`src/cpu_cfg.svh`:
```
`ifndef CPU_CFG_SVH
`define CPU_CFG_SVH

// Register and bus width
`define CPU_DATA_WIDTH 16

// Instruction word, also the memory word
`define CPU_INSTR_WIDTH 18

// 256 words shared by program and data
`define CPU_ADDR_WIDTH 8

// Register file depth
`define CPU_REG_COUNT 16

`endif

```
`src/cpu_pkg.sv`:
```
`default_nettype none
`include "cpu_cfg.svh"

package cpu_pkg;

	// One instruction word, read as register or immediate format
	typedef union packed {
		struct packed {
			logic [3:0] opcode;
			logic [3:0] dest;
			logic [3:0] srcA;
			logic [3:0] srcB;
			logic [1:0] spare;
		} regView;
		struct packed {
			logic [3:0] opcode;
			logic [3:0] dest;
			logic [`CPU_INSTR_WIDTH-9:0] imm;
		} immView;
	} instrWord;

	////////////////////
	// Opcodes
	localparam logic [3:0] OP_ADD  = 4'h0;
	localparam logic [3:0] OP_SUB  = 4'h1;
	localparam logic [3:0] OP_AND  = 4'h2;
	localparam logic [3:0] OP_OR   = 4'h3;
	localparam logic [3:0] OP_XOR  = 4'h4;
	localparam logic [3:0] OP_MOV  = 4'h5;
	localparam logic [3:0] OP_XCH  = 4'h6;
	localparam logic [3:0] OP_LDI  = 4'h7;
	localparam logic [3:0] OP_INC  = 4'h8;
	localparam logic [3:0] OP_DEC  = 4'h9;
	localparam logic [3:0] OP_LD   = 4'hA;
	localparam logic [3:0] OP_ST   = 4'hB;
	localparam logic [3:0] OP_JMP  = 4'hC;
	localparam logic [3:0] OP_BR   = 4'hD;
	localparam logic [3:0] OP_OUT  = 4'hE;
	localparam logic [3:0] OP_HALT = 4'hF;

	////////////////////
	// ALU operations
	localparam logic [2:0] ALU_ADD = 3'd0;
	localparam logic [2:0] ALU_SUB = 3'd1;
	localparam logic [2:0] ALU_AND = 3'd2;
	localparam logic [2:0] ALU_OR  = 3'd3;
	localparam logic [2:0] ALU_XOR = 3'd4;

	////////////////////
	// Write-back sources, port 1
	localparam logic [1:0] WB_ALU    = 2'd0;
	localparam logic [1:0] WB_MEM    = 2'd1;
	localparam logic [1:0] WB_IMM    = 2'd2;
	localparam logic [1:0] WB_INCDEC = 2'd3;

	// Port 2 takes a raw register value
	localparam logic WB2_A = 1'b0;
	localparam logic WB2_B = 1'b1;

endpackage

`default_nettype wire

```
`src/busRouter.sv`:
```
`default_nettype none
`include "cpu_cfg.svh"

module busRouter (
	input  wire  [`CPU_DATA_WIDTH-1:0] regA,
	input  wire  [`CPU_DATA_WIDTH-1:0] regB,
	input  wire  [`CPU_DATA_WIDTH-1:0] aluResult,
	input  wire  [`CPU_DATA_WIDTH-1:0] memData,
	input  wire  [`CPU_DATA_WIDTH-1:0] immValue,
	input  wire  [1:0]                 wbSel,
	input  wire                        wb2Sel,
	input  wire                        incSel,
	output logic [`CPU_DATA_WIDTH-1:0] aluA,
	output logic [`CPU_DATA_WIDTH-1:0] aluB,
	output logic [`CPU_DATA_WIDTH-1:0] writeData,
	output logic [`CPU_DATA_WIDTH-1:0] writeData2
);

	import cpu_pkg::*;

	localparam logic [`CPU_DATA_WIDTH-1:0] One = 1;

	logic [`CPU_DATA_WIDTH-1:0] incValue;
	logic [`CPU_DATA_WIDTH-1:0] decValue;
	logic [`CPU_DATA_WIDTH-1:0] incDecValue;

	// Incrementer and decrementer on the B side
	assign incValue = regB + One;
	assign decValue = regB - One;
	assign incDecValue = incSel ? incValue : decValue;

	// INC and DEC also run regB and one through the ALU, for the flags
	assign aluA = (wbSel == WB_INCDEC) ? regB : regA;
	assign aluB = (wbSel == WB_INCDEC) ? One : regB;

	always_comb begin
		case (wbSel)
			WB_ALU:    writeData = aluResult;
			WB_MEM:    writeData = memData;
			WB_IMM:    writeData = immValue;
			WB_INCDEC: writeData = incDecValue;
			default:   writeData = aluResult;
		endcase
	end

	assign writeData2 = (wb2Sel == WB2_B) ? regB : regA;

endmodule

`default_nettype wire

```
`config.mk`:
```
export PLATFORM = sky130hd
export DESIGN_NAME = busRouter
export DESIGN_NICKNAME = d
export VERILOG_FILES = /design/src/cpu_pkg.sv /design/src/busRouter.sv
export VERILOG_INCLUDE_DIRS = /design/src
export SDC_FILE = /design/constraint.sdc
export NUM_CORES = 1
export LEC_CHECK = 0
export ABC_AREA = 0
export BUFFER_PORTS_ARGS = -buffer_cell sky130_fd_sc_hd__buf_4
export CORE_UTILIZATION = 43
export DETAILED_ROUTE_END_ITERATION = 10
export PLACE_DENSITY = 0.92
export SLEW_MARGIN = 20
export SYNTH_ARGS = -nofsm -noshare
export SYNTH_HDL_FRONTEND = slang
export SYNTH_SLANG_ARGS = --single-unit
```
`constraint.sdc`:
```
create_clock -name vclk -period 4.3
set_input_delay 0 -clock vclk [all_inputs]
set_output_delay 0 -clock vclk [all_outputs]
set_load 0.005 [all_outputs]
```
==> metrics.txt <==
status finished clean; Seq. cell area 0 µm²; CP peak stage delay 480 ps; adder-cell share of the synthesized area 11.7%; Max Slew Vio Count 0; CP startpoint incSel; Bufs and invs on worst path 3; Core ar. 0.00369 mm²; highest attainable clock frequency 0.411 GHz; Synth Area in Compound Gates 20.5%; mux contribution to synthesized area 40.3%; Avg Inst Size Synth 8.45 µm²; GP Congestion 0.901; post-cts sizing count 0; Tot Pwr 360 µW; Yosys warning total 0; FP Rows 22; crit-path cells buf_4 -> inv_1 -> ha_1 -> a21o_1 -> a221o_1 -> a31oi_2 -> xnor2_1 -> mux4_2 -> buf_4; most common cell in the netlist mux2_2; Die X 64.2 µm; Final ANT Viol Nets 0; fill count 300; via count 2,125; min-delay worst type in2out; IO buf count 148; Post-DP Area 0.00278 mm²; Slew @ Worst Pin 838 ps; first-pass GRT wire length 8.81 mm; FFs & Latches 0; xor and xnor area share after synthesis 5.26%; leading area contributor after synthesis mux2_2; Post-Syn Instances 197; maximum VDD drop 0.0000712 V; CP Depth 9; Critical Path End writeData[10]; number of hold buffers added after CTS 0; GRT Residual Overflow 0; Rel. slew slack 44.2%; largest family of logic cells by synthesized area multiplexers; WP data arrival 2430 ps; synth cell count leaders mux2_2 (32), and2_1 (18), a21oi_1 (14), ha_1 (14), mux4_2 (12); CP Capture Type primary output; drt total wl 5.73 mm; RSZ-0062 raised after global routing false; CP startpoint kind input pin; CP max stage cell mux4_2; Leakage 1.35 nW; synthesized net count 296; critical path peak fanout 15; TNS Setup 0 ps; PD cells 129 mW/mm²; synthesis-to-layout area growth 66.9%; Die Ht 64.2 µm; # IOs 148; Final Cycle Share 56.6%; number of remaining DRC errors 0; largest net degree at the start of global routing 23; Final setup viols 0; min Tclk post-route 2430 ps; initial core utilization 45.1%; family with the most delay on the worst path compound AO/OA/AOI/OAI gates; DR vias/cell 5.61; Die ar. 0.00413 mm²; crit path kind in2out; post-route cell area 0.00278 mm²; antenna violations before repair 0; max-cap violations 0; Clock Buffer Count 0; routed wire length per instance 15.1 µm; Nets 432; post-detail-place hpwl 4.77 mm; number of global-route vias before repair 1,953; antenna fix cells 0; share of cells above drive strength 1 59.2%; Synth area leaders mux2_2 (22%), mux4_2 (16%), ha_1 (11%); CP most frequent cell buf_4; register area share after synthesis 0%; Global Route Usage Sum 26.0%; Detailed Route Iter0 Violations 97; Post-Syn Area 0.00167 mm²; simple-gate area share of the yosys netlist 18.0%; Crit path required time 4300 ps; Pre-antenna DRT Iters 4; final hold vios 0; area share of the largest cell type after synthesis 21.6%; setup repair bufs after CTS 0; Synth cell types 43
-- layout by cell type, fill, tap and decap left out, types with 9 or more instances in the layout --
| cell | instances |
|---|---|
| mux4_2 | 12 |
| ha_1 | 14 |
| a21oi_1 | 14 |
| mux2_2 | 32 |
| nand2_1 | 11 |
| buf_4 | 148 |
| nor2_1 | 9 |
| and2_1 | 18 |
-- how the worst min path moves through the flow --
| stage | startpoint | to | cells after the start |
|---|---|---|---|
| after CTS | regA[0] | aluA[0] | 4 |
| after detailed placement | regA[0] | aluA[0] | 4 |
| final | regA[0] | aluA[0] | 4 |
| after global routing | regA[8] | writeData2[8] | 3 |
| after floorplan | regB[0] | aluB[0] | 2 |
| after global placement | regA[0] | aluA[0] | 4 |
-- power by group --
part	leakage [nW]	internal [mW]	switching [mW]
registers	0	0	0
logic	1.35	0.211	0.149
clock network	0	0	0
-- stage by stage --
step                      cells  util (%)  setup WS (ps)  hold WS (ps)
after floorplan             197         -           2400          90.1
after global placement      379      75.4           1970           283
after detailed placement    379      75.4           1870           301
after CTS                   379      75.4           1870           301
after global routing        379      75.4           1690           313
final                       379      75.4           1870           295
-- cell type report --
class / instances / area, µm² / share of cell area, %
Inverter: 4 / 15.0 / 0.540
Multi-Input combinational cell: 179 / 1590 / 57.3
Timing Repair Buffer: 148 / 1110 / 40.0
Tap cell: 48 / 60.1 / 2.16
-- per-layer routing --
layer | GRT usage (%) | vias up | routed length, µm
met5 | 0 | - | 0
met4 | 2.22 | 0 | 19
met3 | 2.50 | 2 | 514
met2 | 48.8 | 120 | 2950
met1 | 32.9 | 971 | 2250
li1 | - | 1032 | -
-- kinds of logic (layout without fill, tap and decap cells) --
kind of cell	count (synthesis)	count (layout)
XOR/XNOR	10	10
multiplexers	48	48
AO/OA/AOI/OAI	49	49
AND/OR/NAND/NOR	57	57
buffers and inverters	18	152
adder cells (fa/ha/maj)	15	15
Note: power is estimated with default switching activity, not from simulation.
