## config.mk

```make
export PLATFORM = sky130hd
export DESIGN_NAME = alu
export DESIGN_NICKNAME = d
export VERILOG_FILES = /design/src/cpu_pkg.sv /design/src/alu.sv
export VERILOG_INCLUDE_DIRS = /design/src
export SDC_FILE = /design/constraint.sdc
export NUM_CORES = 1
export LEC_CHECK = 0
export BUFFER_PORTS_ARGS = -buffer_cell sky130_fd_sc_hd__buf_2
export CORE_ASPECT_RATIO = 0.8
export CORE_UTILIZATION = 44
export DETAILED_ROUTE_END_ITERATION = 8
export GPL_TIMING_DRIVEN = 1
export PLACE_DENSITY = 0.76
export RECOVER_POWER = 100
export SLEW_MARGIN = 10
export SYNTH_ARGS = -nofsm -noshare
export SYNTH_HDL_FRONTEND = slang
export SYNTH_SLANG_ARGS = --single-unit
export TNS_END_PERCENT = 30
```

## constraint.sdc

```tcl
create_clock -name vclk -period 6.69
set_input_delay 1.6725 -clock vclk [all_inputs]
set_output_delay 1.6725 -clock vclk [all_outputs]
set_load 0.03 [all_outputs]
```

## src/cpu_cfg.svh

```systemverilog
`ifndef CPU_CFG_SVH
`define CPU_CFG_SVH

// Register and bus width
`define CPU_DATA_WIDTH 16

// Instruction word, also the memory word
`define CPU_INSTR_WIDTH 18

// 256 words shared by program and data
`define CPU_ADDR_WIDTH 8

// Register file depth
`define CPU_REG_COUNT 16

`endif

```

## src/cpu_pkg.sv

```systemverilog
`default_nettype none
`include "cpu_cfg.svh"

package cpu_pkg;

	// One instruction word, read as register or immediate format
	typedef union packed {
		struct packed {
			logic [3:0] opcode;
			logic [3:0] dest;
			logic [3:0] srcA;
			logic [3:0] srcB;
			logic [1:0] spare;
		} regView;
		struct packed {
			logic [3:0] opcode;
			logic [3:0] dest;
			logic [`CPU_INSTR_WIDTH-9:0] imm;
		} immView;
	} instrWord;

	////////////////////
	// Opcodes
	localparam logic [3:0] OP_ADD  = 4'h0;
	localparam logic [3:0] OP_SUB  = 4'h1;
	localparam logic [3:0] OP_AND  = 4'h2;
	localparam logic [3:0] OP_OR   = 4'h3;
	localparam logic [3:0] OP_XOR  = 4'h4;
	localparam logic [3:0] OP_MOV  = 4'h5;
	localparam logic [3:0] OP_XCH  = 4'h6;
	localparam logic [3:0] OP_LDI  = 4'h7;
	localparam logic [3:0] OP_INC  = 4'h8;
	localparam logic [3:0] OP_DEC  = 4'h9;
	localparam logic [3:0] OP_LD   = 4'hA;
	localparam logic [3:0] OP_ST   = 4'hB;
	localparam logic [3:0] OP_JMP  = 4'hC;
	localparam logic [3:0] OP_BR   = 4'hD;
	localparam logic [3:0] OP_OUT  = 4'hE;
	localparam logic [3:0] OP_HALT = 4'hF;

	////////////////////
	// ALU operations
	localparam logic [2:0] ALU_ADD = 3'd0;
	localparam logic [2:0] ALU_SUB = 3'd1;
	localparam logic [2:0] ALU_AND = 3'd2;
	localparam logic [2:0] ALU_OR  = 3'd3;
	localparam logic [2:0] ALU_XOR = 3'd4;

	////////////////////
	// Write-back sources, port 1
	localparam logic [1:0] WB_ALU    = 2'd0;
	localparam logic [1:0] WB_MEM    = 2'd1;
	localparam logic [1:0] WB_IMM    = 2'd2;
	localparam logic [1:0] WB_INCDEC = 2'd3;

	// Port 2 takes a raw register value
	localparam logic WB2_A = 1'b0;
	localparam logic WB2_B = 1'b1;

endpackage

`default_nettype wire

```

## src/alu.sv

```systemverilog
`default_nettype none
`include "cpu_cfg.svh"

module alu (
	input  wire  [`CPU_DATA_WIDTH-1:0] a,
	input  wire  [`CPU_DATA_WIDTH-1:0] b,
	input  wire  [2:0]                 aluOp,
	output logic [`CPU_DATA_WIDTH-1:0] result,
	output logic                       zero,
	output logic                       negative,
	output logic                       carry,
	output logic                       overflow
);

	import cpu_pkg::*;

	localparam int W = `CPU_DATA_WIDTH;

	logic [W:0] sum;
	logic [W:0] diff;

	assign sum = {1'b0, a} + {1'b0, b};

	// a + ~b + 1, so the top bit is set when there is no borrow
	assign diff = {1'b0, a} + {1'b0, ~b} + 1'b1;

	always_comb begin
		result = '0;
		carry = 1'b0;
		overflow = 1'b0;
		case (aluOp)
			ALU_ADD: begin
				result = sum[W-1:0];
				carry = sum[W];
				overflow = (a[W-1] == b[W-1]) && (sum[W-1] != a[W-1]);
			end
			ALU_SUB: begin
				result = diff[W-1:0];
				carry = diff[W];
				overflow = (a[W-1] != b[W-1]) && (diff[W-1] != a[W-1]);
			end
			ALU_AND: begin
				result = a & b;
			end
			ALU_OR: begin
				result = a | b;
			end
			ALU_XOR: begin
				result = a ^ b;
			end
			default: begin
				result = '0;
			end
		endcase
	end

	// Zero and negative come from the result for every operation
	assign zero = (result == '0);
	assign negative = result[W-1];

endmodule

`default_nettype wire

```

==> run_results.csv <==
group,metric,value,unit
timing,period_needed,6.585,ns
timing,slew_headroom,57.99,%
finish,drive_above_1_share,15.44,%
pwr,p_leak,1.402,nW
placement,dpl-instance-area,2969,um^2
setup_path,crit_buf_inv,2,
finish,fill_cells,580,
placement,place_hpwl,6302,um
synthesis,syn_nets,474,
global_route,grt_max_degree,34,
setup_path,required,5.02,ns
floorplanning,io_pins,55,
timing,setup_viol_count_final,0,
timing,hold_viol,0,
clocking,hold_buffers,0,
min_path,hold_class,"in2out",
status,outcome,"complete, no violations",
setup_path,critPathLaunchType,"input pin",
placement,port_buffers,55,
global_route,grt_pass1_vias,2743,
floorplanning,die_h,70.56,um
setup_path,cp_slowest_cell,"or4b_1",
setup_path,worst-path-max-fanout,3,
setup_path,critPathKind,"in2out",
finish,clock_buffers,0,
timing,tns,0,ns
timing,period_share,98.43,%
finish,seq_cells,0,
placement,pre_cts_slack,-0.02214,ns
floorplanning,fp-row-count,24,
synthesis,synth.area.top_cells,"ha_1, inv_1, a21oi_1, nor2_1, o211ai_1",
setup_path,arrival,4.91,ns
detailed_routing,remaining_drc_errors,0,
detailed_routing,viasPerCell,6.123,
run,drv_cap,0,
placement,routabilityCongestion,0.9865,
synthesis,avgSynthCellArea,6.680,um^2
floorplanning,core_area,5555,um^2
detailed_routing,wl_per_cell,15.41,um
timing,setup_slack,0.1052,ns
global_route,track_usage,25.17,%
setup_path,cpPeakStageDelay,0.47,ns
clocking,post_cts_buffers,0,
timing,rsz0062_at_grt,"false",
synthesis,yosysWarnings,0,
detailed_routing,firstDrtPassIters,5,
finish,regArea,0,um^2
detailed_routing,antenna_left,0,
timing,slew_violations,0,
timing,worstMarginPinSlew,0.6203,ns
global_route,grt_pass1_wl,12880,um
setup_path,crit_chain,"buf_2 -> ha_2 -> fa_2 -> o211ai_1 -> a21oi_1 -> o31a_1 -> or3_1 -> nor4_2 -> or4b_1 -> or3_4 -> nor4_4 -> buf_4",
pwr,power.density,94.63,nW/um^2
finish,final_util,53.49,%
finish,area_delta_synth_final,14.96,%
global_route,antenna_found_initial,0,
detailed_routing,routed_wl,7889,um
finish,nets,523,
synthesis,netlist_instances,387,
setup_path,crit_path_end_kind,"primary output",
synthesis,synth_cell_types,61,
setup_path,cp_top_family,"simple AND/OR/NAND/NOR gates",
floorplanning,die-width,87.70,um
finish,design_area,2972,um^2
synthesis,netlist_area,2585,um^2
floorplanning,start_util,46.53,%
floorplanning,die_area,6187,um^2
detailed_routing,drtIter0Drc,379,
synthesis,synth_commonest_cells,"ha_1, inv_1, nor2_1",
timing,whs,3.954,ns
synthesis,ys_seq_area_share,0,%
timing,fmax,151.9,MHz
finish,diodes,0,
synthesis,synth_top_area_share,24.20,%
detailed_routing,vias,3135,
pwr,peakVddDrop,0.03291,mV
global_route,grt-ovfl-total,0,
synthesis,synth_top_cell_by_area,"ha_1",
-- worst paths after layout --
| kind | startpoint | end | slack (ns) | cells after the start |
|---|---|---|---|---|
| max | b[0] | zero | 0.11 | 12 |
| min | a[15] | overflow | 3.95 | 5 |
-- where the power goes --
part	internal, W	switching, W
Combinational	0.000101	0.000180
Sequential	0	0
Clock	0	0
Total	0.000101	0.000180
-- cell families (layout without fill, tap and decap cells) --
logic type | after synthesis | in the layout | synth area share (%)
AOI/OAI and AO/OA | 132 | 132 | 36.21
xor gates and xnor gates | 12 | 12 | 4.066
adders and majority gates | 52 | 52 | 25.75
buffers and inverters | 71 | 118 | 10.94
muxes | 1 | 1 | 0.3872
and+or+nand+nor | 119 | 119 | 22.65
-- per-stage QoR --
| step | cells | power [W] |
|---|---|---|
| 3_5_place_dp | 512 | 0.0002750 |
| 4_1_cts | 512 | 0.0002769 |
| 5_1_grt | 512 | 0.0003064 |
| 6_report | 512 | 0.0002812 |
| 2_1_floorplan | 387 | 0.0001983 |
| 3_3_place_gp | 512 | 0.0002711 |
-- per-layer routing --
| layer | track usage [%] | routed length [um] | part of all wire, % |
|---|---|---|---|
| met1 | 38.60 | 3678 | 47 |
| met4 | 5.282 | 224 | 2.8 |
| met2 | 38.54 | 3245 | 41 |
| met3 | 1.284 | 741 | 9.4 |
| met5 | 0 | 0 | 0 |
-- layout by cell type (no fill, tap or decap), types with 3 or more instances in the layout --
master and n:
inv_1 50, nor2b_1 6, o211ai_1 14, a21o_1 5
o31ai_1 4, buf_2 40, nor4_1 3, or3_1 4
a21oi_1 26, a31oi_1 4, nor2_1 31, ha_1 49
o21ai_0 18, xnor2_1 11, a211oi_1 10, clkbuf_1 15
a41oi_1 4, nand2b_1 8, buf_4 13, o31a_1 3
nand3_1 10, o21a_1 3, nand2_1 26, nor3_1 15
o2111ai_1 3, a311oi_1 3, o22ai_1 3, o21ai_1 3
-- final cells by class --
class	count	area (um^2)	area share [%]
inverter	50	187.7	6.316
timing repair buffer	68	354.1	11.92
tap	78	97.59	3.284
multi-input combinational	316	2332	78.48
-- timing repair --
| action | 4_1_cts | 5_1_grt |
|---|---|---|
| pin swaps | 0 | 4 |
| gates resized for setup | 3 | 8 |
| setup endpoints to repair | 1 | 1 |
Power figures use the tool's default switching activity.
