$ cat src/cpu_cfg.svh
`ifndef CPU_CFG_SVH
`define CPU_CFG_SVH

// Register and bus width
`define CPU_DATA_WIDTH 16

// Instruction word, also the memory word
`define CPU_INSTR_WIDTH 18

// 256 words shared by program and data
`define CPU_ADDR_WIDTH 8

// Register file depth
`define CPU_REG_COUNT 16

`endif

$ cat src/registerFile.sv
`default_nettype none
`include "cpu_cfg.svh"

module registerFile (
	input  wire                               clk50MHz,
	input  wire                               reset,
	input  wire  [$clog2(`CPU_REG_COUNT)-1:0] srcASel,
	input  wire  [$clog2(`CPU_REG_COUNT)-1:0] srcBSel,
	input  wire  [$clog2(`CPU_REG_COUNT)-1:0] destSel,
	input  wire  [$clog2(`CPU_REG_COUNT)-1:0] destSel2,
	input  wire                               regWriteEn,
	input  wire                               regWriteEn2,
	input  wire  [`CPU_DATA_WIDTH-1:0]        writeData,
	input  wire  [`CPU_DATA_WIDTH-1:0]        writeData2,
	output logic [`CPU_DATA_WIDTH-1:0]        regA,
	output logic [`CPU_DATA_WIDTH-1:0]        regB
);

	logic [`CPU_DATA_WIDTH-1:0] regs [`CPU_REG_COUNT];

	// Read ports
	assign regA = regs[srcASel];
	assign regB = regs[srcBSel];

	always_ff @(posedge clk50MHz) begin
		if (reset) begin
			for (int i = 0; i < `CPU_REG_COUNT; i++) begin
				regs[i] <= '0;
			end
		end else begin
			if (regWriteEn) begin
				regs[destSel] <= writeData;
			end
			// Second port comes last, so it wins a shared target
			if (regWriteEn2) begin
				regs[destSel2] <= writeData2;
			end
		end
	end

endmodule

`default_nettype wire

$ cat config.mk
export PLATFORM = sky130hd
export DESIGN_NAME = registerFile
export DESIGN_NICKNAME = d
export VERILOG_FILES = /design/src/registerFile.sv
export VERILOG_INCLUDE_DIRS = /design/src
export SDC_FILE = /design/constraint.sdc
export NUM_CORES = 1
export LEC_CHECK = 0
export ABC_AREA = 1
export BUFFER_PORTS_ARGS = -buffer_cell sky130_fd_sc_hd__buf_2
export CORE_ASPECT_RATIO = 1.4
export CORE_UTILIZATION = 45
export DETAILED_ROUTE_END_ITERATION = 8
export PLACE_DENSITY = 0.59
export SYNTH_ARGS = -nofsm -noshare
export SYNTH_HDL_FRONTEND = slang
export SYNTH_SLANG_ARGS = --single-unit
export TNS_END_PERCENT = 30
$ cat constraint.sdc
create_clock -name clk50MHz -period 6.9 [get_ports clk50MHz]
set_clock_uncertainty 0.2 [all_clocks]
set_input_delay 1.38 -clock clk50MHz [delete_from_list [all_inputs] [get_ports clk50MHz]]
set_output_delay 1.38 -clock clk50MHz [all_outputs]
set_load 0.01 [all_outputs]
==> results of run 1 <==
==> kinds of logic after synthesis <==
kind of cell	synth area share, %
AO/OA/AOI/OAI	10.45
flip-flops	47.91
AND/OR/NAND/NOR	29.48
buffers and inverters	12.16
==> worst max path at each step <==
stage | from | depth (start not counted) | end | slack, ns
final | srcASel[0] | 9 | regA[0] | 1.58
after global placement | srcASel[0] | 9 | regA[0] | 1.74
after floorplan | srcASel[0] | 8 | regA[14] | 3.09
after CTS | srcASel[0] | 9 | regA[0] | 1.68
after global routing | srcASel[0] | 9 | regA[0] | 1.51
after detailed placement | srcASel[0] | 9 | regA[0] | 1.67
==> cells in the mapped netlist, drive strengths merged <==
library cell  instances  area (um2)
edfxtp              256        7687
o211ai               10       75.07
inv                 307        1152
nand2               595        2321
nand4                 1       6.260
nor2                 33       161.4
nand3               448        2242
o22ai               256        1602
clkbuf               69       259.0
buf                  99       540.5
==> layout make-up <==
type,count,area (um2),share of cell area [%]
flip-flops and latches,256,7687,44.52
clock inverters,16,142.6,0.8261
clock buffers,31,669.4,3.877
inverters,307,1157,6.703
multi-input cells,1343,6407,37.11
well taps,456,570.5,3.305
repair buffers,111,630.6,3.652
==> cells in the final DEF (no fill, tap or decap), drive strengths merged <==
| cell type | n |
|---|---|
| nand2 | 595 |
| nand3 | 448 |
| inv | 307 |
| o22ai | 256 |
| edfxtp | 256 |
| buf | 111 |
| nor2 | 33 |
| clkbuf | 31 |
| clkinv | 11 |
| o211ai | 10 |
| clkinvlp | 3 |
| bufinv | 2 |
| nand4 | 1 |
==> routing by layer <==
metal	up-vias	track usage (%)	share of wire, %
li1	6980	-	-
met5	-	0	0
met1	7432	41.22	37
met4	0	16.95	4.9
met3	208	5.061	9.8
met2	1082	56.05	48
==> power groups by stage <==
stage                     Clock [mW]  Sequential (mW)  Combinational (mW)
after floorplan                    0             1.86               0.414
after global placement             0             1.87               0.621
after detailed placement           0             1.87               0.627
after CTS                       1.40             1.84               0.630
after global routing            1.45             1.85               0.695
final                           1.40             1.84               0.644
==> stage by stage <==
step	std cells	power (mW)
finish	2520	3.887
global placement	2473	2.493
CTS	2520	3.866
floorplan	2074	2.278
detailed placement	2473	2.502
global route	2520	3.999
==> impl_results.md, run 1 <==
- Share of cells above drive strength 1: 9.254%
- Setup_tns: 0 ns
- Headroom to the max-slew limit: just over 20%
- Sw Share: about 29%
- Top reg by flops: regs
- CP Capture Type: output port
- Vias in the first global route: between 10000 and 15000
- Clk sinks: roughly 260
- IO Pins: 84
- Die width: about 160 um
- Routed Antenna Nets: 0
- Total CTS buffers: 26
- Max-slew violation count: 0
- Worst EP arrival: around 3.7 ns
- Final setup vio count: 0
- Synthesized Nets: roughly 2100
- CP bufs+invs: 4
- P_leak: roughly 7.6 nW
- Cell area after layout: between 15000 and 20000 um2
- Die height: ~230 um
- Worst hold path type: input pin to flip-flop
- CTS Hold Bufs: 0
- Via density: 6.231
- Port Buffer Count: between 80 and 90
- Clock Power Share: roughly 36%
- Antenna diode count: 0
- CP max-delay cell: buf_4
- Syn_area_per_cell: between 7 and 8 um2
- Min-delay src: writeData[14]
- Final period util: about 77%
- Number of remaining DRC errors: 0
- Final hold viol count: 0
- Placer Congestion: 0.9296
- PD cells: 225.1 nW/um2
- CP required: 5.32 ns
- Worst path cell trace: buf_4 -> buf_4 -> buf_4 -> nand2_1 -> nand3_1 -> nand3_1 -> nand3_1 -> nand2_1 -> buf_2
- Core box area: 35070 um2
- Clock buffer depth: 3
- Initial DRC count: about 2100
- Vias: approximately 16000
- Synth unique cells: 17
- Core Util, Final: between 40% and 50%
- Syn-to-layout area delta: 7.594%
- Total gr overflow: 0
- DIE AREA: 36430 um2
- Largest register FFs: 256
- # resized after CTS: 0
- Flops & latches, synth: 256
- Drt wl/cell: around 24 um
- First-pass GRT wire length: about 90 mm
- Initial antenna violation count: 0
- Nets: around 2100
- Slowest stage delay, CP: 0.82 ns
- Register area share after synthesis: 47.91%
- Synthesized cell area: between 15000 and 20000 um2
- CTS tree: done
- Worst-path clk slew: around 0.060 ns
- DRT Wirelength: roughly 61 mm
- RSZ-0062 raised after global routing: false
- VDD IR max: roughly 0.17 mV
- Top Family by Delay on Critical Path: buffers and inverters
- Internal power: between 2 and 3 mW
- Worst Path Max Fanout: between 70 and 80
- Setup WS pre-CTS: approximately 1.7 ns
- Fill count: between 3000 and 4000
- Switching pwr: roughly 1.1 mW
- DPL Wire Length: 36.57 mm
- FP Rows: 81
- Largest net degree at the start of global routing: between 70 and 80
- First-pass DRT Iterations: 6
- Status: finished, final reports clean
- CTS H-tree lvls: 1
- Syn. warnings: 0
- Postcts setup bufs: 0
- CTS root buf: clkbuf_16
- Setup CP Type: input pin to output port
- Hold Path Depth: 3
- Post-layout min period: ~5.3 ns
- Worst Hold Path EP: regs[7][14]
- Starting Density: 45.76%
- Maxcap violations: 0
- Min setup slack post-route: ~1.6 ns
- Synth Instances: between 2000 and 2500
- Fmax: 188.0 MHz
- Top flop regs: regs x256
- GR Util All Layers: roughly 33%
- Seq pwr share: a little under half
- Slew @ Worst Pin: around 1.2 ns
- Combinational group share of total power: between 10% and 20%
- Startpoint Class: input pin
- Placed cell area: roughly 16000 um2
- Worst hold slack: about 1.3 ns
No activity file was read; power rests on OpenSTA's default activity.
==> run 2, diff against run 1 <==
- clock period: 6.9 -> 5 ns (I/O delays scaled with it)
==> run 2 against run 1 <==
Total power up 39%. Largest power group unchanged. Routed wire length down 0.58%. Count of clock-buffer cells in the layout unchanged. Worst setup slack worse by 0.47 ns. Cell area up 0.75%. Highest routed layer unchanged. Critical path type unchanged.
==> impl_results.md, run 2 (synthesis gave the netlist of run 1 again) <==
- Final hold viol count: 0 (unchanged)
- P_leak: 7.626 nW (+0.87%)
- Commonest non-fill, non-tap cells in the layout: 562 x nand2_1, 448 x nand3_1, 302 x inv_1, 256 x o22ai_1, 256 x edfxtp_1
- Placer Congestion: 0.9132 (-1.8%)
- CTS H-tree lvls: 1 (unchanged)
- # resized after CTS: 0 (unchanged)
- Status: finished, final reports clean
- Finished Layout Cells: 2526 (+0.24%)
- Final period util: between 70% and 80%
- CTS root buf: clkbuf_16
- IO Pins: 84 (unchanged)
- VDD IR max: 0.2842 mV (+66%)
- RSZ-0062 raised after global routing: false
- Total CTS buffers: 26 (unchanged)
- Total power: 5.396 mW (+39%)
- Worst Path Max Fanout: 64 (-15%)
- Core box area: 35070 um2 (unchanged)
- Die height: 225.4 um (unchanged)
- DIE AREA: 36430 um2 (unchanged)
- Worst-path clk slew: 0.06 ns (about the same)
- DRT Wirelength: 60.48 mm (-0.58%)
- Placed cells: 2479 (+0.24%)
- Setup_tns: 0 ns (unchanged)
- Leading cell type in the layout, fill and taps excluded: nand2_1
- PD cells: 310.2 nW/um2 (+38%)
- Port Buffer Count: 83 (unchanged)
- Initial antenna violation count: 0 (unchanged)
- Vias: 15582 (-0.76%)
- Slew @ Worst Pin: 1.036 ns (-0.1549 ns)
- CP required: 3.80 ns (-1.52 ns)
- Fmax: 257.2 MHz
- Largest register FFs: 256 (unchanged)
- Antenna diode count: 0 (unchanged)
- GR Util All Layers: 33.18% (-0.067 points)
- FP Rows: 81 (unchanged)
- Die width: 161.6 um (unchanged)
- Clock buffer depth: 3 (unchanged)
- Share of cells above drive strength 1: 9.517% (+0.26 points)
- Largest net degree at the start of global routing: 129 (+68%)
- Headroom to the max-slew limit: 30.65% (+10 points)
- Cell area after layout: 17400 um2 (+0.75%)
- CTS tree: done
- Top reg by flops: regs
- Drt wl/cell: 23.94 um (-0.81%)
- Maxcap violations: 0 (unchanged)
- Top flop regs: regs x256
- Worst hold path type: input pin to flip-flop
- Startpoint Class: input pin
- CTS Hold Bufs: 0 (unchanged)
- Postcts setup bufs: 0 (unchanged)
- Vias in the first global route: 14784 (+0.088%)
- Initial DRC count: 1993 (-4.2%)
- Starting Density: 45.76% (unchanged)
- Setup CP Type: input pin to output port
- First-pass DRT Iterations: 6 (unchanged)
- Placed cell area: 16570 um2 (+0.73%)
- Worst EP arrival: 2.69 ns (-1.05 ns)
- DPL Wire Length: 36.62 mm (+0.12%)
- Nets: 2103 (+0.29%)
- First-pass GRT wire length: 89.93 mm (-0.14%)
- Core Util, Final: 49.61% (+0.37 points)
- Clk sinks: 256 (unchanged)
- Routed Antenna Nets: 0 (unchanged)
- Number of remaining DRC errors: 0 (unchanged)
- Syn-to-layout area delta: 8.405%
- Fill count: 3440 (-2.1%)
- CP Capture Type: output port
- Max-slew violation count: 0 (unchanged)
- Via density: 6.169 (-1.0%)
- Total gr overflow: 0 (unchanged)
- Post-layout min period: slightly below 4 ns
- Final setup vio count: 0 (unchanged)
[run 2: worst max-delay path, cell delays in order]
cell and delay, ns:
buf_2 0.10, buf_4 0.74, nand3_1 0.18, nand3_1 0.14, nand3_1 0.15, nand2_1 0.17, buf_2 0.14
[run 2: report_power, final]
group / total, mW / internal [mW] / switching (mW)
sequential: 2.54 / 2.50 / 0.0394
combinational: 0.897 / 0.244 / 0.653
clock: 1.96 / 1.09 / 0.873
total: 5.40 / 3.83 / 1.56
[run 2: path summary, 6_finish.rpt]
| check | cells past startpoint | slack (ns) | startpoint | end |
|---|---|---|---|---|
| max | 7 | 1.11 | srcASel[1] | regA[10] |
| min | 3 | 0.89 | writeData[14] | regs[7][14] |
[run 2: layer usage]
layer | up-vias | GRT usage [%] | share of wire [%] | wire [um]
li1 | 6987 | - | - | -
met1 | 7395 | 43.06 | 38 | 22960
met2 | 995 | 53.63 | 47 | 28340
met3 | 205 | 4.343 | 9.9 | 6010
met4 | 0 | 18.20 | 5.2 | 3171
met5 | - | 0 | 0 | 0
[run 2: metrics by stage]
stage	worst slack [ns]	hold WS, ns
4_1_cts	1.202	0.8705
5_1_grt	1.074	0.9291
3_3_place_gp	1.217	1.423
3_5_place_dp	1.201	1.439
2_1_floorplan	1.955	1.111
6_report	1.112	0.8858
[run 2: layout make-up]
type | instances | area, um2 | share of cell area (%)
Clock inverter | 16 | 131.4 | 0.7552
Clock buffer | 31 | 690.7 | 3.970
Sequential cell | 256 | 7687 | 44.19
Multi-Input combinational cell | 1343 | 6407 | 36.83
Timing Repair Buffer | 117 | 750.7 | 4.316
Tap cell | 456 | 570.5 | 3.280
Inverter | 307 | 1157 | 6.653
