### src/cpu_cfg.svh
`ifndef CPU_CFG_SVH
`define CPU_CFG_SVH

// Register and bus width
`define CPU_DATA_WIDTH 16

// Instruction word, also the memory word
`define CPU_INSTR_WIDTH 18

// 256 words shared by program and data
`define CPU_ADDR_WIDTH 8

// Register file depth
`define CPU_REG_COUNT 16

`endif

### src/cpu_pkg.sv
`default_nettype none
`include "cpu_cfg.svh"

package cpu_pkg;

	// One instruction word, read as register or immediate format
	typedef union packed {
		struct packed {
			logic [3:0] opcode;
			logic [3:0] dest;
			logic [3:0] srcA;
			logic [3:0] srcB;
			logic [1:0] spare;
		} regView;
		struct packed {
			logic [3:0] opcode;
			logic [3:0] dest;
			logic [`CPU_INSTR_WIDTH-9:0] imm;
		} immView;
	} instrWord;

	////////////////////
	// Opcodes
	localparam logic [3:0] OP_ADD  = 4'h0;
	localparam logic [3:0] OP_SUB  = 4'h1;
	localparam logic [3:0] OP_AND  = 4'h2;
	localparam logic [3:0] OP_OR   = 4'h3;
	localparam logic [3:0] OP_XOR  = 4'h4;
	localparam logic [3:0] OP_MOV  = 4'h5;
	localparam logic [3:0] OP_XCH  = 4'h6;
	localparam logic [3:0] OP_LDI  = 4'h7;
	localparam logic [3:0] OP_INC  = 4'h8;
	localparam logic [3:0] OP_DEC  = 4'h9;
	localparam logic [3:0] OP_LD   = 4'hA;
	localparam logic [3:0] OP_ST   = 4'hB;
	localparam logic [3:0] OP_JMP  = 4'hC;
	localparam logic [3:0] OP_BR   = 4'hD;
	localparam logic [3:0] OP_OUT  = 4'hE;
	localparam logic [3:0] OP_HALT = 4'hF;

	////////////////////
	// ALU operations
	localparam logic [2:0] ALU_ADD = 3'd0;
	localparam logic [2:0] ALU_SUB = 3'd1;
	localparam logic [2:0] ALU_AND = 3'd2;
	localparam logic [2:0] ALU_OR  = 3'd3;
	localparam logic [2:0] ALU_XOR = 3'd4;

	////////////////////
	// Write-back sources, port 1
	localparam logic [1:0] WB_ALU    = 2'd0;
	localparam logic [1:0] WB_MEM    = 2'd1;
	localparam logic [1:0] WB_IMM    = 2'd2;
	localparam logic [1:0] WB_INCDEC = 2'd3;

	// Port 2 takes a raw register value
	localparam logic WB2_A = 1'b0;
	localparam logic WB2_B = 1'b1;

endpackage

`default_nettype wire

### src/controlUnit.sv
`default_nettype none
`include "cpu_cfg.svh"

module controlUnit (
	input  wire                               clk50MHz,
	input  wire                               reset,
	input  wire                               startStrobe,
	input  wire  cpu_pkg::instrWord           instruction,
	input  wire  [3:0]                        flags,
	input  wire  [`CPU_DATA_WIDTH-1:0]        regA,
	output logic [`CPU_ADDR_WIDTH-1:0]        instrAddr,
	output logic                              dataWriteEn,
	output logic [$clog2(`CPU_REG_COUNT)-1:0] destSel,
	output logic [$clog2(`CPU_REG_COUNT)-1:0] destSel2,
	output logic [$clog2(`CPU_REG_COUNT)-1:0] srcASel,
	output logic [$clog2(`CPU_REG_COUNT)-1:0] srcBSel,
	output logic                              regWriteEn,
	output logic                              regWriteEn2,
	output logic [2:0]                        aluOp,
	output logic [1:0]                        wbSel,
	output logic                              wb2Sel,
	output logic                              incSel,
	output logic [`CPU_DATA_WIDTH-1:0]        immValue,
	output logic                              outStrobe,
	output logic [`CPU_DATA_WIDTH-1:0]        outData,
	output logic                              halted
);

	import cpu_pkg::*;

	localparam int ImmWidth = `CPU_INSTR_WIDTH - 8;

	localparam logic [2:0] stateIdle    = 3'd0;
	localparam logic [2:0] stateFetch   = 3'd1;
	localparam logic [2:0] stateExecute = 3'd2;
	localparam logic [2:0] stateMemRead = 3'd3;
	localparam logic [2:0] stateHalt    = 3'd4;

	logic [2:0]                 state;
	logic [`CPU_ADDR_WIDTH-1:0] pc;
	logic [3:0]                 flagReg;
	logic [3:0]                 opcode;
	logic [3:0]                 dest;
	logic [ImmWidth-1:0]        imm;
	logic [`CPU_ADDR_WIDTH-1:0] target;
	logic                       branchTaken;
	logic                       updatesFlags;

	// Opcode and dest sit in the same place in both views
	assign opcode = instruction.regView.opcode;
	assign dest = instruction.regView.dest;
	assign imm = instruction.immView.imm;
	assign target = imm[`CPU_ADDR_WIDTH-1:0];

	// Flag index for BR comes from dest: zero, negative, carry, overflow
	assign branchTaken = (opcode == OP_JMP) || ((opcode == OP_BR) && flagReg[dest[1:0]]);
	assign updatesFlags = opcode inside {OP_ADD, OP_SUB, OP_AND, OP_OR, OP_XOR, OP_INC, OP_DEC};

	////////////////////
	// Sequencer
	always_ff @(posedge clk50MHz) begin
		if (reset) begin
			state <= stateIdle;
			pc <= '0;
			flagReg <= '0;
		end else begin
			case (state)
				stateIdle, stateHalt: begin
					if (startStrobe) begin
						state <= stateFetch;
						pc <= '0;
					end
				end
				stateFetch: begin
					state <= stateExecute;
				end
				stateExecute: begin
					if (updatesFlags) begin
						flagReg <= flags;
					end
					if (opcode == OP_LD) begin
						state <= stateMemRead;
					end else if (opcode == OP_HALT) begin
						state <= stateHalt;
					end else begin
						state <= stateFetch;
						pc <= branchTaken ? target : pc + 1'b1;
					end
				end
				stateMemRead: begin
					state <= stateFetch;
					pc <= pc + 1'b1;
				end
				default: begin
					state <= stateIdle;
				end
			endcase
		end
	end

	////////////////////
	// Decode
	always_comb begin
		destSel = dest;
		destSel2 = instruction.regView.srcA;
		srcASel = instruction.regView.srcA;
		srcBSel = instruction.regView.srcB;
		regWriteEn = 1'b0;
		regWriteEn2 = 1'b0;
		dataWriteEn = 1'b0;
		aluOp = ALU_ADD;
		wbSel = WB_ALU;
		wb2Sel = WB2_A;
		incSel = 1'b0;
		// Sign-extended, used by LDI
		immValue = {{(`CPU_DATA_WIDTH - ImmWidth){imm[ImmWidth-1]}}, imm};

		if (state == stateExecute) begin
			case (opcode)
				OP_ADD: begin
					regWriteEn = 1'b1;
					aluOp = ALU_ADD;
				end
				OP_SUB: begin
					regWriteEn = 1'b1;
					aluOp = ALU_SUB;
				end
				OP_AND: begin
					regWriteEn = 1'b1;
					aluOp = ALU_AND;
				end
				OP_OR: begin
					regWriteEn = 1'b1;
					aluOp = ALU_OR;
				end
				OP_XOR: begin
					regWriteEn = 1'b1;
					aluOp = ALU_XOR;
				end
				OP_MOV: begin
					regWriteEn2 = 1'b1;
					destSel2 = dest;
					wb2Sel = WB2_A;
				end
				OP_XCH: begin
					// Old srcA rides the immediate bus into dest
					srcBSel = dest;
					regWriteEn = 1'b1;
					wbSel = WB_IMM;
					immValue = regA;
					regWriteEn2 = 1'b1;
					wb2Sel = WB2_B;
				end
				OP_LDI: begin
					regWriteEn = 1'b1;
					wbSel = WB_IMM;
				end
				OP_INC: begin
					regWriteEn = 1'b1;
					wbSel = WB_INCDEC;
					incSel = 1'b1;
					aluOp = ALU_ADD;
				end
				OP_DEC: begin
					regWriteEn = 1'b1;
					wbSel = WB_INCDEC;
					aluOp = ALU_SUB;
				end
				OP_ST: begin
					dataWriteEn = 1'b1;
				end
				default: begin
					regWriteEn = 1'b0;
				end
			endcase
		end else if (state == stateMemRead) begin
			// LD data is back from port B
			regWriteEn = 1'b1;
			wbSel = WB_MEM;
		end
	end

	assign instrAddr = pc;
	assign outStrobe = (state == stateExecute) && (opcode == OP_OUT);
	assign outData = regA;
	assign halted = (state == stateHalt);

endmodule

`default_nettype wire

### config.mk
export PLATFORM = sky130hd
export DESIGN_NAME = controlUnit
export DESIGN_NICKNAME = d
export VERILOG_FILES = /design/src/cpu_pkg.sv /design/src/controlUnit.sv
export VERILOG_INCLUDE_DIRS = /design/src
export SDC_FILE = /design/constraint.sdc
export NUM_CORES = 1
export LEC_CHECK = 0
export BUFFER_PORTS_ARGS = -buffer_cell sky130_fd_sc_hd__buf_4
export CAP_MARGIN = 10
export CORE_MARGIN = 1.5
export CORE_UTILIZATION = 41
export DETAILED_ROUTE_END_ITERATION = 8
export GPL_TIMING_DRIVEN = 0
export PLACE_DENSITY_LB_ADDON = 0.08
export SYNTH_ARGS = -nofsm -noshare
export SYNTH_HDL_FRONTEND = slang
export SYNTH_SLANG_ARGS = --single-unit
### constraint.sdc
create_clock -name clk50MHz -period 2.4 [get_ports clk50MHz]
set_clock_uncertainty 0.2 [all_clocks]
set_input_delay 0.24 -clock clk50MHz [delete_from_list [all_inputs] [get_ports clk50MHz]]
set_output_delay 0.24 -clock clk50MHz [all_outputs]
set_load 0.02 [all_outputs]
==> flow_summary.json, run 1 <==
{
  "gp_congestion": 0.833,
  "initial_core_util_pct": 43.9,
  "p_int_mw": 0.571,
  "rsz0062_at_grt": "yes",
  "cp_cell_sequence": "nand2b_4, or2_4, buf_4, nor2_2, nand3_2, mux2_4, buf_4",
  "max-slew-margin-rel_pct": 62.9,
  "crit-reg2reg-capture": "instrAddr[2]",
  "max-clock-path-buffers": 2,
  "core-area_um2": 3440,
  "startpoint": "state[2]",
  "ys.warnings.count": 0,
  "grt-ovfl-total": 0,
  "synth.avg_cell_area_um2": 8.18,
  "startpoint_type": "register",
  "worstReg2RegStart": "state[0]",
  "fmax_mhz": 421,
  "synth_commonest_cells": "buf_4, dfxtp_1, nor2_1, mux2_1",
  "viasPerCell": 5.23,
  "rr_worst_depth": 5,
  "ant_nets": 0,
  "syn_inst": 185,
  "synth_edf_count": 0,
  "pwr-share-comb_pct": 45.3,
  "wl_per_cell_um": 14.8,
  "grt_pass1_vias": 1746,
  "area_growth_pct": 72.5,
  "power_density_nw_per_um2": 332,
  "crit_family": "simple AND/OR/NAND/NOR gates",
  "p_leak_nw": 1.30,
  "hold_start": "flags[3]",
  "fin_nets": 346,
  "numCtsBuffers": 3,
  "yosysMostFrequentCell": "buf_4",
  "routed_wl_um": 5180,
  "status": "complete, no violations",
  "pwr-share-seq_pct": 30.3,
  "worstSkewPairLatency_ns": 0.25,
  "r2r_slack_ns": 0.34,
  "portBuffers": 107,
  "dp_slack_ns": -0.0604,
  "arrival_ns": 1.93,
  "cpMostUsedCell": "buf_4",
  "track_usage_pct": 24.6,
  "hold_class": "in -> reg",
  "cts_sinks": 15,
  "yosysTopAreaCell": "dfxtp_1",
  "setup_slack_ns": 0.0252,
  "synth_fp_nets": 227,
  "root_buffer": "clkbuf_8",
  "endpoint": "destSel2[1]",
  "clkTransAtPathRegs_ns": 0.06,
  "rows": 21,
  "dr.pass1.iters": 4,
  "synth_area_um2": 1510,
  "cp-end-kind": "output pin",
  "hold_violations": 0,
  "worstSetupPathDepth": 7,
  "max_stage_delay_ns": 0.35,
  "first_iter_violations": 150,
  "ys_seq_elements": 15,
  "vdd_drop_max_mv": 0.389,
  "worst_pin_slew_ns": 0.555,
  "synth.distinct_cells": 45,
  "drc": 0,
  "hold_buffers": 0,
  "boundaryPins": 109,
  "dieArea_um2": 4060,
  "post-route-period-util_pct": 98.9,
  "fp.dieH_um": 63.7,
  "grt_max_degree": 11,
  "async_flop_share_pct": 0,
  "cts_tree": "yes",
  "yosys_most_used_dff": "dfxtp_1",
  "h-tree-depth": 1,
  "fill_cells": 271,
  "grt_pass1_wl_um": 8130,
  "antenna_found_initial": 0,
  "crit_required_ns": 1.96,
  "power.switching_mw": 0.294,
  "setup_viol": 0,
  "slowest_stage": "dfxtp_4",
  "critPathKind": "reg -> out",
  "diodes": 0,
  "num_vias": 1825,
  "drv_cap": 0,
  "hpwl_um": 3790,
  "finalCriticalPeriod_ns": 2.37,
  "synth_seq_area_share_pct": 19.9,
  "dieWidth_um": 63.7,
  "hold_depth": 3,
  "synth_area_leaders": "dfxtp_1, buf_4, mux2_1, mux2i_1, mux2_2",
  "drive_gt1_share_pct": 58.4,
  "crit_fanout": 5,
  "swShare_pct": 34.0,
  "p_clk_share_pct": 24.3,
  "setup_tns_ns": 0,
  "critPathBufInv": 2,
  "maxSlewViolCount": 0,
  "yosysTopAreaCellShare_pct": 19.9
}
worst reg2reg max path: cells and delay by family, from the launching register on:
family                 cells  cell delay, ns
buffers and inverters      1            0.16
DFF                        1            0.35
and+or+nand+nor            1            0.43
AOI/OAI and AO/OA          3            0.82
how the worst min path moves through the flow:
stage                         endpoint  slack (ns)
final                       flagReg[3]        0.02
after global placement      flagReg[0]        0.28
after floorplan           instrAddr[2]        0.16
after CTS                   flagReg[3]        0.02
after detailed placement    flagReg[3]        0.28
after global routing        flagReg[3]        0.02
layout make-up:
class,instances,area (um2),share of cell area [%]
Tap cell,46,57.6,2.21
Multi-Input combinational cell,127,1010,38.8
Timing Repair Buffer,117,935,35.8
Clock buffer,3,41.3,1.58
Buffer,29,204,7.82
Inverter,11,41.3,1.58
Sequential cell,15,309,11.8
Clock inverter,1,7.51,0.288
sequential cells by signal, summed over array words and instances (netlist names):
| name | flops |
|---|---|
| state | 3 |
| instrAddr | 8 |
| flagReg | 4 |
metal layers:
metal	part of all wire (%)	track usage (%)	vias up
li1	-	-	877
met4	0.93	4.08	0
met3	8.1	5.63	6
met1	39	30.1	838
met5	0	0	-
met2	52	44.2	104
cells in the final DEF (no fill, tap or decap), types with 3 or more instances in the layout:
master      n
nor2b_1     4
buf_6      15
clkbuf_1    3
a21o_1      7
mux2_4     13
o32ai_1     4
nand2b_1    3
mux2i_1     7
a32oi_1     3
nor4_1      3
nand2_1     8
nand3_1     3
buf_4     127
mux2_2      3
clkbuf_8    3
inv_1      11
dfxtp_1    12
a21oi_1     8
nor3_1     11
nor2_1     14
what timing repair did:
item / CTS / global route
gates cloned: 1 / 0
endpoints found under the setup margin: 25 / 24
resized for setup: 32 / 8
buffers inserted: 8 / 2
pin swaps: 2 / 2
kinds of logic (layout without fill, tap and decap cells):
group	after synthesis	count (layout)	synth area share, %
adders and majority gates	1	1	0.827
and+or+nand+nor	61	61	22.7
DFF	15	15	19.9
xor gates and xnor gates	1	1	0.579
muxes	25	25	18.0
buffers and inverters	43	161	17.7
AOI/OAI and AO/OA	39	39	20.3
power groups by stage:
stage | Sequential, mW | Clock [mW] | Combinational, mW
2_1_floorplan | 0.272 | 0 | 0.198
3_3_place_gp | 0.268 | 0 | 0.356
3_5_place_dp | 0.268 | 0 | 0.361
4_1_cts | 0.264 | 0.214 | 0.385
5_1_grt | 0.264 | 0.232 | 0.417
6_report | 0.263 | 0.211 | 0.392
per-stage QoR:
step                std cells  power, mW  utilization [%]  hold WS [ns]  area, um2
floorplan                 185      0.470                -         0.155       1510
global placement          338      0.625             69.0         0.276       2370
detailed placement        338      0.629             69.0         0.285       2370
CTS                       350      0.863             75.9        0.0247       2610
global route              349      0.913             75.8        0.0181       2610
finish                    349      0.865             75.8        0.0229       2610
No activity file was read; power rests on OpenSTA's default activity.
==> inputs of run 2 (changes only) <==
Settings changed: ABC_AREA set to 1, CORE_UTILIZATION 41 to 42.
==> run 2 against run 1 <==
Against the previous run: area after synthesis increased by 4.7%; synthesized cell count increased by 50%; register-to-register slack improved by 0.44 ns; clock power about the same; critical endpoint is now destSel2[0]; largest power group unchanged; highest routed layer unchanged.
==> flow_summary.json, run 2 <==
{
  "root_buffer": "clkbuf_8",
  "worstReg2RegStart": "state[1]",
  "cts_tree": "yes",
  "gp_congestion": 0.813,
  "crit_required_ns": 1.96,
  "hold_start": "flags[3]",
  "pwr-share-comb_pct": 48.6,
  "synth_edf_count": 0,
  "crit_family": "simple AND/OR/NAND/NOR gates",
  "area_growth_pct": 58.5,
  "synth_seq_area_share_pct": 19.0,
  "yosysTopAreaCell": "nand2_1",
  "ys.warnings.count": 0,
  "grt_pass1_wl_um": 8270,
  "h-tree-depth": 1,
  "hold_end": "flagReg[3]",
  "crit-reg2reg-capture": "instrAddr[0]",
  "async_flop_share_pct": 0,
  "hold_violations": 0,
  "synth_area_leaders": "nand2_1, dfxtp_1, buf_4, nand3_1, nor2_1",
  "worstSkewPairLatency_ns": 0.25,
  "yosysMostFrequentCell": "nand2_1",
  "layout_common_cells": "buf_4, nand2_1, nor2_1",
  "rr_worst_depth": 6,
  "dieArea_um2": 4150,
  "initial_core_util_pct": 43.6,
  "synth.avg_cell_area_um2": 5.70,
  "critPathKind": "reg -> out",
  "dpl_cell_area_um2": 2450,
  "critPathBufInv": 2,
  "fin_area_um2": 2510,
  "max-clock-path-buffers": 2,
  "wl_per_cell_um": 12.0,
  "core-area_um2": 3630,
  "ys_seq_elements": 15,
  "final_cells": 439,
  "post_cts_buffers": 0,
  "vdd_drop_max_mv": 0.332,
  "power_density_nw_per_um2": 398,
  "setup_viol": 0,
  "p_int_mw": 0.607,
  "rows": 22,
  "cts_sinks": 15,
  "power.switching_mw": 0.393,
  "setup_tns_ns": 0,
  "clkTransAtPathRegs_ns": 0.06,
  "max-slew-margin-rel_pct": 74.0,
  "grt_pass1_vias": 1881,
  "fill_cells": 357,
  "maxSlewViolCount": 0,
  "diodes": 0,
  "num_vias": 2070,
  "drv_cap": 0,
  "largest_reg_flops": 8,
  "syn_inst": 278,
  "hold_depth": 3,
  "routed_wl_um": 5250,
  "synth.distinct_cells": 30,
  "track_usage_pct": 25.0,
  "cp-end-kind": "output pin",
  "swShare_pct": 39.3,
  "slowest_stage": "dfxtp_1",
  "drive_gt1_share_pct": 41.7,
  "arrival_ns": 1.76,
  "post-route-period-util_pct": 91.8,
  "yosys_most_used_dff": "dfxtp_1",
  "dieWidth_um": 64.4,
  "antenna_found_initial": 0,
  "synth_area_um2": 1580,
  "first_iter_violations": 73,
  "dr.pass1.iters": 4,
  "dp.cells": 434,
  "max_stage_delay_ns": 0.41,
  "hold_class": "in -> reg",
  "holdWs_ns": 0.00971,
  "finalCriticalPeriod_ns": 2.20,
  "portBuffers": 108,
  "pwr-share-seq_pct": 30.6,
  "final_common_cell": "buf_4",
  "fin_nets": 434,
  "grt_max_degree": 11,
  "startpoint": "state[1]",
  "numCtsBuffers": 3,
  "fmax_mhz": 454,
  "crit_fanout": 9,
  "p_leak_nw": 1.40,
  "synth_commonest_cells": "nand2_1, nor2_1, buf_4, inv_1, nand3_1",
  "rsz0062_at_grt": "no",
  "viasPerCell": 4.72,
  "p_clk_share_pct": 20.8,
  "r2r_slack_ns": 0.78,
  "startpoint_type": "register",
  "hpwl_um": 4340,
  "yosysTopAreaCellShare_pct": 20.9,
  "synth_fp_nets": 320,
  "worst_pin_slew_ns": 0.389,
  "ant_nets": 0,
  "drc": 0,
  "cp_cell_sequence": "nand3_4, inv_2, nand4_1, o21ai_0, buf_4",
  "grt-ovfl-total": 0,
  "p_total_mw": 1.00,
  "fp.dieH_um": 64.4,
  "status": "complete, no violations",
  "boundaryPins": 109
}
==> run 2: per-layer routing <==
metal  GRT usage (%)  vias to the layer above  part of all wire, %
met3            3.30                        6                  5.6
met5               0                        -                    0
met2            48.6                       71                   53
li1                -                     1074                    -
met1            28.4                      919                   41
met4            6.38                        0                 0.90
==> run 2: layout make-up <==
class                   instances  area [um2]  share of cell area (%)
well taps                      48        60.1                    2.39
inverters                      36         135                    5.38
flip-flops and latches         15         300                    12.0
repair buffers                109         821                    32.7
multi-input cells             197         932                    37.1
clock buffers                   3        41.3                    1.64
plain buffers                  30         216                    8.62
clock inverters                 1        5.00                   0.199
==> run 2: repair_timing <==
item                                    4_1_cts  5_1_grt
resized for setup                             0        0
endpoints found under the setup margin        0        0
hold buffers                                  1        0
endpoints found under the hold margin         3        0
==> run 2: worst max path at each step <==
stage	cells after the start	endpoint
3_3_place_gp	5	destSel2[0]
6_report	5	destSel2[0]
3_5_place_dp	5	destSel2[0]
5_1_grt	6	destSel2[2]
4_1_cts	5	destSel2[0]
2_1_floorplan	4	destSel2[0]
==> run 2: power groups by stage <==
stage	Clock (mW)	Sequential (mW)	Combinational, mW
detailed placement	0	0.310	0.485
floorplan	0	0.327	0.261
finish	0.208	0.306	0.486
global route	0.224	0.309	0.531
global placement	0	0.309	0.478
CTS	0.213	0.305	0.488
==> run 2: through the flow <==
stage | util [%] | setup slack [ns]
final | 69.1 | 0.197
after global routing | 69.1 | 0.0165
after CTS | 69.1 | 0.177
after detailed placement | 67.6 | 0.471
after global placement | 67.6 | 0.483
after floorplan | - | 0.573
==> run 2: worst register-to-register path: stages, from the launching register on <==
cell and delay, ns:
dfxtp_1 0.41, nand2_1 0.09, nor2_1 0.30, inv_1 0.22
nor2_1 0.13, nor2_1 0.05, a21oi_1 0.15
==> run 2: kinds of logic (layout without fill, tap and decap cells) <==
logic type      count (synthesis)  in the layout  share of synthesized area [%]
compound gates                 36             36                           12.2
buf+inv                        66            179                           22.2
simple gates                  157            157                           44.2
fa+ha+maj                       1              1                          0.790
flops                          15             15                           19.0
xor+xnor                        3              3                           1.66
